==> src/qspim_pkg.sv <==
/*
 * Shared definitions for the SPI flash master
 *   Wishbone width, data word type and register word offsets
 *   Frame descriptor carried by the command FIFO
 *   Bundled Wishbone request
 */

package qspim_pkg;

    // Bus width and data word
    localparam int WB_WIDTH = 32;

    typedef logic [WB_WIDTH-1:0] word_t;

    //------------------------------------------------------------
    // Register map, word offsets
    //------------------------------------------------------------
    localparam logic [1:0] REG_CTRL = 2'd0;   // Divider, CS index, busy
    localparam logic [1:0] REG_ADDR = 2'd1;   // 24-bit flash address
    localparam logic [1:0] REG_CMD  = 2'd2;   // Frame start
    localparam logic [1:0] REG_DATA = 2'd3;   // Write FIFO push / read FIFO pop

    // CTRL fields
    localparam int CTRL_DIV_LSB  = 0;
    localparam int CTRL_CS_LSB   = 8;
    localparam int CTRL_BUSY_BIT = 31;

    // CMD word fields
    localparam int CMD_BYTE_LSB  = 0;
    localparam int CMD_ACNT_LSB  = 8;
    localparam int CMD_DCNT_LSB  = 10;
    localparam int CMD_DIR_BIT   = 18;

    //------------------------------------------------------------
    // One SPI frame, 45 bits
    //------------------------------------------------------------
    typedef struct packed {
        logic [7:0]  cmd_byte;   // Opcode sent first
        logic [23:0] addr;       // Flash address
        logic [1:0]  addr_cnt;   // Address bytes, 0..3
        logic [7:0]  data_cnt;   // Data bytes, 0..255
        logic        dir;        // 1 = write
        logic [1:0]  cs;         // Chip select index
    } spi_cmd_t;

    // Wishbone request as seen by the register block
    typedef struct packed {
        logic        stb;
        logic [1:0]  adr;        // Word offset
        logic        we;
        word_t       dat;
    } wb_req_t;

endpackage

==> src/qspim_ctrl.sv <==
/*
 * Frame sequencer
 *   Chip select, command, address and data phases
 *   Write word lane select, read word packing, CS release timing
 */

`timescale 1ns/100ps

module qspim_ctrl
    import qspim_pkg::*;
(
    input  logic       mclk,
    input  logic       rst_n_i,
    input  logic       cmd_empty_i,
    output logic       cmd_rd_o,
    input  spi_cmd_t   cmd_i,
    input  logic       wdat_empty_i,
    output logic       wdat_rd_o,
    input  word_t      wdat_i,
    input  logic       rsp_full_i,
    output logic       rsp_wr_o,
    output word_t      rsp_o,
    input  logic [7:0] clk_div_i,
    output logic       byte_go_o,
    output logic [7:0] tx_byte_o,
    input  logic       byte_done_i,
    input  logic [7:0] rx_byte_i,
    output logic [3:0] spi_csn_o,
    output logic       busy_o
);

    typedef enum logic [2:0] {
        ST_IDLE, ST_CMD, ST_ADDR, ST_DATA, ST_CSR
    } state_t;

    state_t     state;
    spi_cmd_t   cmd_q;        // Frame being sent
    logic [1:0] acnt;         // Address bytes left
    logic [7:0] dcnt;         // Data bytes left
    logic [1:0] lane;         // Byte within current word
    logic [7:0] hcnt;         // CS release delay
    logic       inflight;     // Byte with shifter
    logic       go_q;
    logic [7:0] tx_q;
    word_t      rword;        // Read word being packed
    logic       ready;
    logic [7:0] tx_next;
    logic       go_now;
    logic       is_wr;
    logic       is_rd;
    logic       word_end;
    state_t     after_hdr;

    //------------------------------------------------------------
    // Next byte and its readiness
    //------------------------------------------------------------
    always_comb begin
        ready   = 1'b0;
        tx_next = cmd_q.cmd_byte;
        case (state)
            ST_CMD:  ready = 1'b1;
            ST_ADDR: begin
                ready   = 1'b1;
                tx_next = cmd_q.addr[{acnt - 2'd1, 3'b000} +: 8];  // Upper byte first
            end
            ST_DATA: begin
                if (cmd_q.dir) begin
                    ready   = !wdat_empty_i;               // Wait for write data
                    tx_next = wdat_i[{lane, 3'b000} +: 8];  // LSB lane first
                end else begin
                    ready   = (lane != 2'd0) || !rsp_full_i;   // Room for a new word
                    tx_next = 8'h00;
                end
            end
            default: ready = 1'b0;
        endcase
    end

    assign go_now    = ready && !inflight;
    assign is_wr     = (state == ST_DATA) && cmd_q.dir;
    assign is_rd     = (state == ST_DATA) && !cmd_q.dir;
    assign word_end  = (lane == 2'd3) || (dcnt == 8'd1);
    assign after_hdr = (cmd_q.data_cnt != 8'd0) ? ST_DATA : ST_CSR;

    assign cmd_rd_o  = (state == ST_IDLE) && !cmd_empty_i;
    assign wdat_rd_o = byte_done_i && is_wr && word_end;   // Word used up
    assign rsp_wr_o  = byte_done_i && is_rd && word_end;   // Word complete

    // Pushed word includes the byte just received
    always_comb begin
        rsp_o = rword;
        rsp_o[{lane, 3'b000} +: 8] = rx_byte_i;
    end

    //------------------------------------------------------------
    // Phase sequencing
    //------------------------------------------------------------
    always_ff @(posedge mclk or negedge rst_n_i) begin
        if (!rst_n_i) begin
            state     <= ST_IDLE;
            acnt      <= '0;
            dcnt      <= '0;
            lane      <= '0;
            hcnt      <= '0;
            inflight  <= 1'b0;
            go_q      <= 1'b0;
            spi_csn_o <= 4'b1111;
        end else begin
            go_q <= go_now;
            if (go_now)
                inflight <= 1'b1;
            else if (byte_done_i)
                inflight <= 1'b0;
            if (byte_done_i)
                hcnt <= 8'd1;          // Counts from the last falling edge
            case (state)
                ST_IDLE: if (!cmd_empty_i) begin
                    spi_csn_o <= ~(4'b0001 << cmd_i.cs);   // Selected CS low
                    state     <= ST_CMD;
                end
                ST_CMD: if (byte_done_i) begin
                    acnt  <= cmd_q.addr_cnt;
                    dcnt  <= cmd_q.data_cnt;
                    lane  <= '0;
                    state <= (cmd_q.addr_cnt != 2'd0) ? ST_ADDR : after_hdr;
                end
                ST_ADDR: if (byte_done_i) begin
                    acnt <= acnt - 1'b1;
                    if (acnt == 2'd1)
                        state <= after_hdr;
                end
                ST_DATA: if (byte_done_i) begin
                    dcnt <= dcnt - 1'b1;
                    lane <= lane + 1'b1;     // Wraps every word
                    if (dcnt == 8'd1)
                        state <= ST_CSR;
                end
                ST_CSR: begin
                    if (hcnt >= clk_div_i) begin   // One half-period elapsed
                        spi_csn_o <= 4'b1111;
                        state     <= ST_IDLE;
                    end else begin
                        hcnt <= hcnt + 1'b1;
                    end
                end
                default: state <= ST_IDLE;
            endcase
        end
    end

    // Frame, byte and read word payload
    always_ff @(posedge mclk) begin
        if (cmd_rd_o)
            cmd_q <= cmd_i;
        if (go_now)
            tx_q <= tx_next;
        if (go_now && is_rd && (lane == 2'd0))
            rword <= '0;                       // Zero fill for short last word
        else if (byte_done_i && is_rd)
            rword[{lane, 3'b000} +: 8] <= rx_byte_i;
    end

    assign byte_go_o = go_q;
    assign tx_byte_o = tx_q;
    assign busy_o    = (state != ST_IDLE) || !cmd_empty_i;

endmodule

==> src/qspim_fifo.sv <==
/*
 * Synchronous FIFO, payload type set by parameter
 *   Circular buffer with read and write pointers and a fill count
 *   Head entry shown on rdata_o
 */

`timescale 1ns/100ps

module qspim_fifo #(
    parameter type T     = logic [31:0],
    parameter int  DEPTH = 2
) (
    input  logic mclk,
    input  logic rst_n_i,
    input  logic wr_i,       // Push, ignored when full
    input  T     wdata_i,
    output logic full_o,
    input  logic rd_i,       // Pop, ignored when empty
    output T     rdata_o,
    output logic empty_o
);

    localparam int AW = (DEPTH > 1) ? $clog2(DEPTH) : 1;
    localparam int CW = $clog2(DEPTH + 1);

    T              mem [DEPTH];
    logic [AW-1:0] wptr;
    logic [AW-1:0] rptr;
    logic [CW-1:0] count;
    logic          push;
    logic          pop;

    assign push    = wr_i && !full_o;
    assign pop     = rd_i && !empty_o;
    assign full_o  = (count == CW'(DEPTH));
    assign empty_o = (count == '0);
    assign rdata_o = mem[rptr];

    // Pointers and fill level
    always_ff @(posedge mclk or negedge rst_n_i) begin
        if (!rst_n_i) begin
            wptr  <= '0;
            rptr  <= '0;
            count <= '0;
        end else begin
            if (push)
                wptr <= (wptr == AW'(DEPTH - 1)) ? '0 : wptr + 1'b1;   // Wrap
            if (pop)
                rptr <= (rptr == AW'(DEPTH - 1)) ? '0 : rptr + 1'b1;
            case ({push, pop})
                2'b10:   count <= count + 1'b1;
                2'b01:   count <= count - 1'b1;
                default: count <= count;          // Both or neither
            endcase
        end
    end

    // Storage
    always_ff @(posedge mclk) begin
        if (push)
            mem[wptr] <= wdata_i;
    end

endmodule

==> src/qspim_regs.sv <==
/*
 * Wishbone register block
 *   CTRL and ADDR registers, CMD and DATA windows
 *   Ack gated on command, write and response FIFO state
 */

`timescale 1ns/100ps

module qspim_regs
    import qspim_pkg::*;
(
    input  logic     mclk,
    input  logic     rst_n_i,
    input  wb_req_t  wb_req_i,
    output word_t    wbd_dat_o,
    output logic     wbd_ack_o,
    input  logic     busy_i,        // Frame active or pending
    output logic [7:0] clk_div_o,
    output logic     cmd_wr_o,
    output spi_cmd_t cmd_o,
    input  logic     cmd_full_i,
    output logic     wdat_wr_o,
    output word_t    wdat_o,
    input  logic     wdat_full_i,
    output logic     rsp_rd_o,
    input  word_t    rsp_i,
    input  logic     rsp_empty_i
);

    logic [7:0]  clk_div_q;
    logic [1:0]  cs_q;
    logic [23:0] addr_q;
    logic        ack_q;
    word_t       dat_q;
    logic        can_ack;     // Target ready for this access
    logic        do_ack;      // Access completes this cycle
    word_t       rd_mux;

    //------------------------------------------------------------
    // Access decode
    //------------------------------------------------------------
    always_comb begin
        can_ack = 1'b1;
        rd_mux  = '0;
        case (wb_req_i.adr)
            REG_CTRL: begin
                rd_mux[CTRL_DIV_LSB +: 8] = clk_div_q;
                rd_mux[CTRL_CS_LSB +: 2]  = cs_q;
                rd_mux[CTRL_BUSY_BIT]     = busy_i;   // Read-only status
            end
            REG_ADDR: rd_mux = {8'h00, addr_q};
            REG_CMD:  can_ack = !wb_req_i.we || !cmd_full_i;
            REG_DATA: begin
                can_ack = wb_req_i.we ? !wdat_full_i : !rsp_empty_i;
                rd_mux  = rsp_i;                      // Head of response FIFO
            end
            default: can_ack = 1'b1;
        endcase
    end

    assign do_ack = wb_req_i.stb && !ack_q && can_ack;   // One pulse per access

    // FIFO strobes, same edge as ack
    assign cmd_wr_o  = do_ack && wb_req_i.we && (wb_req_i.adr == REG_CMD);
    assign wdat_wr_o = do_ack && wb_req_i.we && (wb_req_i.adr == REG_DATA);
    assign rsp_rd_o  = do_ack && !wb_req_i.we && (wb_req_i.adr == REG_DATA);
    assign wdat_o    = wb_req_i.dat;

    // Frame descriptor from CMD word, ADDR and CTRL chip select
    assign cmd_o.cmd_byte = wb_req_i.dat[CMD_BYTE_LSB +: 8];
    assign cmd_o.addr     = addr_q;
    assign cmd_o.addr_cnt = wb_req_i.dat[CMD_ACNT_LSB +: 2];
    assign cmd_o.data_cnt = wb_req_i.dat[CMD_DCNT_LSB +: 8];
    assign cmd_o.dir      = wb_req_i.dat[CMD_DIR_BIT];
    assign cmd_o.cs       = cs_q;

    //------------------------------------------------------------
    // Registers
    //------------------------------------------------------------
    always_ff @(posedge mclk or negedge rst_n_i) begin
        if (!rst_n_i) begin
            clk_div_q <= '0;
            cs_q      <= '0;
            addr_q    <= '0;
            ack_q     <= 1'b0;
            dat_q     <= '0;
        end else begin
            ack_q <= do_ack;
            if (do_ack && wb_req_i.we) begin
                if (wb_req_i.adr == REG_CTRL) begin
                    clk_div_q <= wb_req_i.dat[CTRL_DIV_LSB +: 8];
                    cs_q      <= wb_req_i.dat[CTRL_CS_LSB +: 2];
                end
                if (wb_req_i.adr == REG_ADDR)
                    addr_q <= wb_req_i.dat[23:0];
            end
            if (do_ack && !wb_req_i.we)
                dat_q <= rd_mux;             // Held until next read
        end
    end

    assign wbd_ack_o = ack_q;
    assign wbd_dat_o = dat_q;
    assign clk_div_o = clk_div_q;

endmodule

==> src/qspim_shifter.sv <==
/*
 * SPI mode 0 byte engine
 *   Clock divider, half-period of div+1 cycles
 *   MSB-first shift out on falling edge, sample on rising edge
 */

`timescale 1ns/100ps

module qspim_shifter (
    input  logic       mclk,
    input  logic       rst_n_i,
    input  logic [7:0] clk_div_i,
    input  logic       byte_go_i,     // Start one byte
    input  logic [7:0] tx_byte_i,
    output logic       byte_done_o,   // Pulse after 16 half-periods
    output logic [7:0] rx_byte_o,
    output logic       spi_clk_o,
    output logic       spi_sdo_o,
    input  logic       spi_sdi_i
);

    logic       active;
    logic [7:0] div_cnt;
    logic [2:0] bit_cnt;
    logic       clk_q;
    logic [7:0] tx_sh;
    logic [7:0] rx_sh;
    logic       done_q;

    always_ff @(posedge mclk or negedge rst_n_i) begin
        if (!rst_n_i) begin
            active  <= 1'b0;
            div_cnt <= '0;
            bit_cnt <= '0;
            clk_q   <= 1'b0;          // Idle low
            tx_sh   <= '0;            // MOSI low out of reset
            rx_sh   <= '0;
            done_q  <= 1'b0;
        end else begin
            done_q <= 1'b0;
            if (byte_go_i) begin
                active  <= 1'b1;
                div_cnt <= '0;
                bit_cnt <= '0;
                tx_sh   <= tx_byte_i;     // MSB on MOSI before first rise
            end else if (active) begin
                if (div_cnt == clk_div_i) begin
                    div_cnt <= '0;
                    clk_q   <= !clk_q;
                    if (!clk_q) begin
                        rx_sh <= {rx_sh[6:0], spi_sdi_i};   // Rising edge, sample
                    end else begin
                        // Falling edge, next bit out
                        tx_sh   <= {tx_sh[6:0], 1'b0};
                        bit_cnt <= bit_cnt + 1'b1;
                        if (bit_cnt == 3'd7) begin
                            active <= 1'b0;
                            done_q <= 1'b1;
                        end
                    end
                end else begin
                    div_cnt <= div_cnt + 1'b1;
                end
            end
        end
    end

    assign byte_done_o = done_q;
    assign rx_byte_o   = rx_sh;
    assign spi_clk_o   = clk_q;
    assign spi_sdo_o   = tx_sh[7];

endmodule

==> src/qspim_top.sv <==
/*
 * SPI flash master top level
 *   Register block, command, write and response FIFOs
 *   Frame sequencer and byte shifter
 */

`timescale 1ns/100ps

module qspim_top
    import qspim_pkg::*;
#(
    parameter int CMD_DEPTH  = 2,
    parameter int DATA_DEPTH = 8
) (
    input  logic       mclk,
    input  logic       rst_n_i,
    input  logic       wbd_stb_i,
    input  logic [3:0] wbd_adr_i,    // Byte address, word aligned
    input  logic       wbd_we_i,
    input  word_t      wbd_dat_i,
    output word_t      wbd_dat_o,
    output logic       wbd_ack_o,
    output logic       spi_clk_o,
    output logic [3:0] spi_csn_o,
    output logic       spi_sdo_o,
    input  logic       spi_sdi_i
);

    wb_req_t    wb_req;
    logic [7:0] clk_div;
    logic       busy;
    // Command FIFO
    logic       cmd_wr, cmd_rd, cmd_full, cmd_empty;
    spi_cmd_t   cmd_wdata, cmd_rdata;
    // Write data FIFO
    logic       wdat_wr, wdat_rd, wdat_full, wdat_empty;
    word_t      wdat_wdata, wdat_rdata;
    // Response FIFO
    logic       rsp_wr, rsp_rd, rsp_full, rsp_empty;
    word_t      rsp_wdata, rsp_rdata;
    // Sequencer to shifter
    logic       byte_go, byte_done;
    logic [7:0] tx_byte, rx_byte;

    assign wb_req = '{stb: wbd_stb_i, adr: wbd_adr_i[3:2], we: wbd_we_i, dat: wbd_dat_i};

    qspim_regs u_regs (
        .mclk, .rst_n_i, .wb_req_i(wb_req), .wbd_dat_o, .wbd_ack_o, .busy_i(busy),
        .clk_div_o(clk_div), .cmd_wr_o(cmd_wr), .cmd_o(cmd_wdata), .cmd_full_i(cmd_full),
        .wdat_wr_o(wdat_wr), .wdat_o(wdat_wdata), .wdat_full_i(wdat_full),
        .rsp_rd_o(rsp_rd), .rsp_i(rsp_rdata), .rsp_empty_i(rsp_empty)
    );

    qspim_fifo #(.T(spi_cmd_t), .DEPTH(CMD_DEPTH)) u_cmd_fifo (
        .mclk, .rst_n_i, .wr_i(cmd_wr), .wdata_i(cmd_wdata), .full_o(cmd_full),
        .rd_i(cmd_rd), .rdata_o(cmd_rdata), .empty_o(cmd_empty)
    );

    qspim_fifo #(.T(word_t), .DEPTH(DATA_DEPTH)) u_wdat_fifo (
        .mclk, .rst_n_i, .wr_i(wdat_wr), .wdata_i(wdat_wdata), .full_o(wdat_full),
        .rd_i(wdat_rd), .rdata_o(wdat_rdata), .empty_o(wdat_empty)
    );

    qspim_fifo #(.T(word_t), .DEPTH(DATA_DEPTH)) u_rsp_fifo (
        .mclk, .rst_n_i, .wr_i(rsp_wr), .wdata_i(rsp_wdata), .full_o(rsp_full),
        .rd_i(rsp_rd), .rdata_o(rsp_rdata), .empty_o(rsp_empty)
    );

    qspim_ctrl u_ctrl (
        .mclk, .rst_n_i, .cmd_empty_i(cmd_empty), .cmd_rd_o(cmd_rd), .cmd_i(cmd_rdata),
        .wdat_empty_i(wdat_empty), .wdat_rd_o(wdat_rd), .wdat_i(wdat_rdata),
        .rsp_full_i(rsp_full), .rsp_wr_o(rsp_wr), .rsp_o(rsp_wdata), .clk_div_i(clk_div),
        .byte_go_o(byte_go), .tx_byte_o(tx_byte), .byte_done_i(byte_done),
        .rx_byte_i(rx_byte), .spi_csn_o, .busy_o(busy)
    );

    qspim_shifter u_shifter (
        .mclk, .rst_n_i, .clk_div_i(clk_div), .byte_go_i(byte_go), .tx_byte_i(tx_byte),
        .byte_done_o(byte_done), .rx_byte_o(rx_byte), .spi_clk_o, .spi_sdo_o, .spi_sdi_i
    );

endmodule

==> config.mk <==
export PLATFORM = sky130hd
export DESIGN_NAME = qspim_top
export DESIGN_NICKNAME = d
export VERILOG_FILES = /design/src/qspim_pkg.sv /design/src/qspim_ctrl.sv /design/src/qspim_fifo.sv /design/src/qspim_regs.sv /design/src/qspim_shifter.sv /design/src/qspim_top.sv
export SDC_FILE = /design/constraint.sdc
export NUM_CORES = 1
export LEC_CHECK = 0
export BUFFER_PORTS_ARGS = -buffer_cell sky130_fd_sc_hd__clkbuf_2
export CAP_MARGIN = 10
export CORE_MARGIN = 5
export CORE_UTILIZATION = 62
export DETAILED_ROUTE_END_ITERATION = 16
export GPL_TIMING_DRIVEN = 0
export HOLD_SLACK_MARGIN = 0.03
export PLACE_DENSITY = 0.79
export REMOVE_ABC_BUFFERS = 1
export SLEW_MARGIN = 15
export SYNTH_ARGS = -nofsm -noshare
export SYNTH_HDL_FRONTEND = slang
export SYNTH_SLANG_ARGS = --single-unit
==> constraint.sdc <==
create_clock -name mclk -period 6.05 [get_ports mclk]
set_clock_uncertainty 0.2 [all_clocks]
set_input_delay 0.605 -clock mclk [delete_from_list [all_inputs] [get_ports mclk]]
set_output_delay 0.605 -clock mclk [all_outputs]
set_load 0.03 [all_outputs]
==> flow_summary.json <==
{
  "start_util_pct": 62.5,
  "ys_ff_latch": 835,
  "grt_pass1_vias": 18900,
  "cts_sinks": 835,
  "nNetsFinal": 2180,
  "crit_chain": "nand2_1, nor2_1, and2_1, nand2_1, nor3_2, ha_1, ha_1, a21o_1, a21oi_1, xnor2_1, nor2_1, xor2_1",
  "cts.htree.levels": 3,
  "ant_nets": 0,
  "synthArstFlopShare_pct": 18.0,
  "hp-start": "wbd_dat_i[30]",
  "clk_transition_reported_paths_ps": 60,
  "min_to": "u_wdat_fifo.mem[2][30]",
  "cts_resized": 0,
  "status": "complete, no violations",
  "cts_tree": "yes",
  "track_usage_pct": 25.0,
  "critPathSlowestCell": "dfrtp_1",
  "r2r-end": "u_wdat_fifo.count[3]",
  "synthesis.instances": 1967,
  "cts_setup_buffers": 0,
  "ys_seq_area_share_pct": 71.6,
  "start_kind": "register",
  "leakagePower_nw": 13.8,
  "io-pin-count": 80,
  "drt-total-wl_um": 73000,
  "antenna_found_initial": 3,
  "worst_setup_path_end_kind": "register",
  "nFillCells": 3165,
  "r2r-start": "u_ctrl.state[1]",
  "post-place-ws_ps": 1870,
  "layout_common_cells": "653 x edfxtp_1, 169 x nand2_1, 142 x mux2_2",
  "final_util_pct": 70.9,
  "fp.dieW_um": 243,
  "setup_slack_ps": 1770,
  "finalCriticalPeriod_ps": 4280,
  "hold-path-cell-count": 1,
  "finalCritPeriodShare_pct": 70.8,
  "drive_gt1_share_pct": 25.9,
  "final_common_cell": "edfxtp_1",
  "core-area_sq_mm": 0.0537,
  "syn_area_sq_mm": 0.0335,
  "die-area_sq_mm": 0.0589,
  "grt_pass1_wl_um": 113000,
  "setup_viol": 0,
  "synthDominantCellAreaShare_pct": 58.4,
  "gp_congestion": 0.835,
  "setup_tns_ps": 0,
  "reg2reg_slack_ps": 1770,
  "arrival_ps": 4570,
  "post-place-cells": 2706,
  "avgSynthCellArea_sq_um": 17.1,
  "cp.required_ps": 6330,
  "hold_ws_ps": 66.0,
  "netlist-cell-type-count": 72,
  "slew_headroom_pct": 20.7,
  "wl_per_cell_um": 25.5,
  "r2r_cells": 12,
  "drtIter0Drc": 1809,
  "dr.pass1.iters": 6,
  "area_growth_pct": 13.6,
  "pwr_density_cell_mw_per_mm2": 364,
  "clockRootBuffer": "clkbuf_16",
  "die_h_um": 243,
  "drc": 0,
  "stdcell_count": 2863,
  "drv_cap": 0,
  "viasPerCell": 6.37,
  "grt-ovfl-total": 0,
  "synth-main-ff-cell": "edfxtp_1",
  "yosys_warnings": 0,
  "final_max_slew_viol_count": 0,
  "hpwl_um": 48500,
  "numCtsBuffers": 81,
  "portBuffers": 77,
  "placed_cell_area_sq_mm": 0.0354,
  "max-vdd-ir-drop_mv": 0.321,
  "clk_path_buf_depth": 3,
  "stdcell_area_sq_mm": 0.0381,
  "worstMarginPinSlew_ps": 1190,
  "fmax_ghz": 0.233,
  "num_vias": 18200,
  "synth_top_cell_by_area": "edfxtp_1",
  "finalHoldViolations": 0,
  "rsz0062_at_grt": "no",
  "worstSkewPairLatency_ps": 610,
  "std_cell_rows": 85,
  "synth_edf_count": 653,
  "hold_class": "input pin to register",
  "crit_fanout": 18,
  "grt_max_degree": 92,
  "max_stage_delay_ps": 740,
  "finalPower_mw": 13.9,
  "synthTopCellsByArea": "edfxtp_1 58%, dfrtp_1 11%, mux4_2 7.0%",
  "worstSetupPathType": "register to register"
}
## where the power goes
| group | switching [mW] | internal, mW | leakage (nW) | total, mW |
|---|---|---|---|---|
| logic | 0.978 | 0.824 | 3.92 | 1.80 |
| registers | 0.503 | 6.60 | 8.55 | 7.11 |
| clock network | 2.08 | 2.90 | 1.32 | 4.98 |
## how the worst max path moves through the flow
stage	end	start	slack [ps]
6_report	u_wdat_fifo.count[3]	u_ctrl.state[1]	1770
5_1_grt	u_wdat_fifo.count[3]	u_ctrl.state[1]	1590
2_1_floorplan	u_rsp_fifo.mem[1][0]	u_ctrl.state[1]	-1590
3_3_place_gp	u_rsp_fifo.mem[1][20]	u_ctrl.state[1]	-5370
4_1_cts	u_wdat_fifo.count[3]	u_ctrl.state[1]	1810
3_5_place_dp	u_wdat_fifo.count[3]	u_ctrl.state[1]	1870
## cell type report
cell class	count	area [sq um]	share of cell area (%)
inverter	29	109	0.286
clock buffer	118	2410	6.31
tap	696	871	2.29
sequential	835	24000	63.1
clock inverter	32	253	0.663
antenna	2	5.00	0.0131
multi-input combinational	1011	9150	24.0
timing repair buffer	140	1280	3.37
## state kept, by name, summed over array words and instances, names as in the netlist, 8 cells and up
signal / cells
u_cmd_fifo.mem: 90
u_ctrl.cmd_q: 43
u_ctrl.dcnt: 8
u_ctrl.hcnt: 8
u_ctrl.rword: 32
u_ctrl.tx_byte_o: 8
u_regs.addr_q: 24
u_regs.clk_div_o: 8
u_regs.wbd_dat_o: 32
u_rsp_fifo.mem: 256
u_shifter.div_cnt: 8
u_shifter.rx_byte_o: 8
u_shifter.tx_sh: 8
u_wdat_fifo.mem: 256
## per-layer routing
layer,GRT usage [%],wire length (um),part of all wire [%],up-vias
li1,-,-,-,7955
met1,32.9,27900,38,9342
met2,43.4,38100,52,756
met3,3.85,4340,5.9,170
met4,8.64,2650,3.6,2
met5,0,14,0.019,-
## cell usage after synthesis, drive strengths merged, types with 4 or more instances
cell and n:
ha 39, a311oi 32, dfxtp 32, o22a 6, nand2 170, mux4 104
o21ai 58, and3 6, a222oi 10, nor2 100, a21o 4, clkbuf 48
nand3 11, inv 29, dfrtp 146, nand2b 48, xor2 7, edfxtp 653
nor4 5, a21oi 23, dfstp 4, mux2 142, o221ai 23, or2 5
nor3 18, nand3b 4, xnor2 22, a22o 16, mux2i 69, a211o 4
buf 44, nor3b 4, a221oi 15, a22oi 25, nor2b 6
## kinds of logic (layout without fill, tap and decap cells)
family | Yosys count | after routing | share of synthesized area [%]
adder cells (fa/ha/maj) | 41 | 41 | 1.57
flip-flops | 835 | 835 | 71.6
other | 0 | 2 | 0
multiplexers | 315 | 315 | 13.8
XOR/XNOR | 29 | 29 | 0.757
AO/OA/AOI/OAI | 236 | 236 | 5.22
buffers and inverters | 121 | 319 | 1.64
AND/OR/NAND/NOR | 390 | 390 | 5.44
## worst max-delay path, delay by kind of cell (launching register included)
family | cells | cell delay, ps
DFF | 1 | 740
xor gates and xnor gates | 2 | 280
AOI/OAI and AO/OA | 2 | 340
and+or+nand+nor | 6 | 2040
adders and majority gates | 2 | 540
## what timing repair did
action,in CTS,in global routing
setup endpoints to repair,0,0
endpoints found under the hold margin,78,0
hold buffers,5,0
Power figures use the tool's default switching activity.
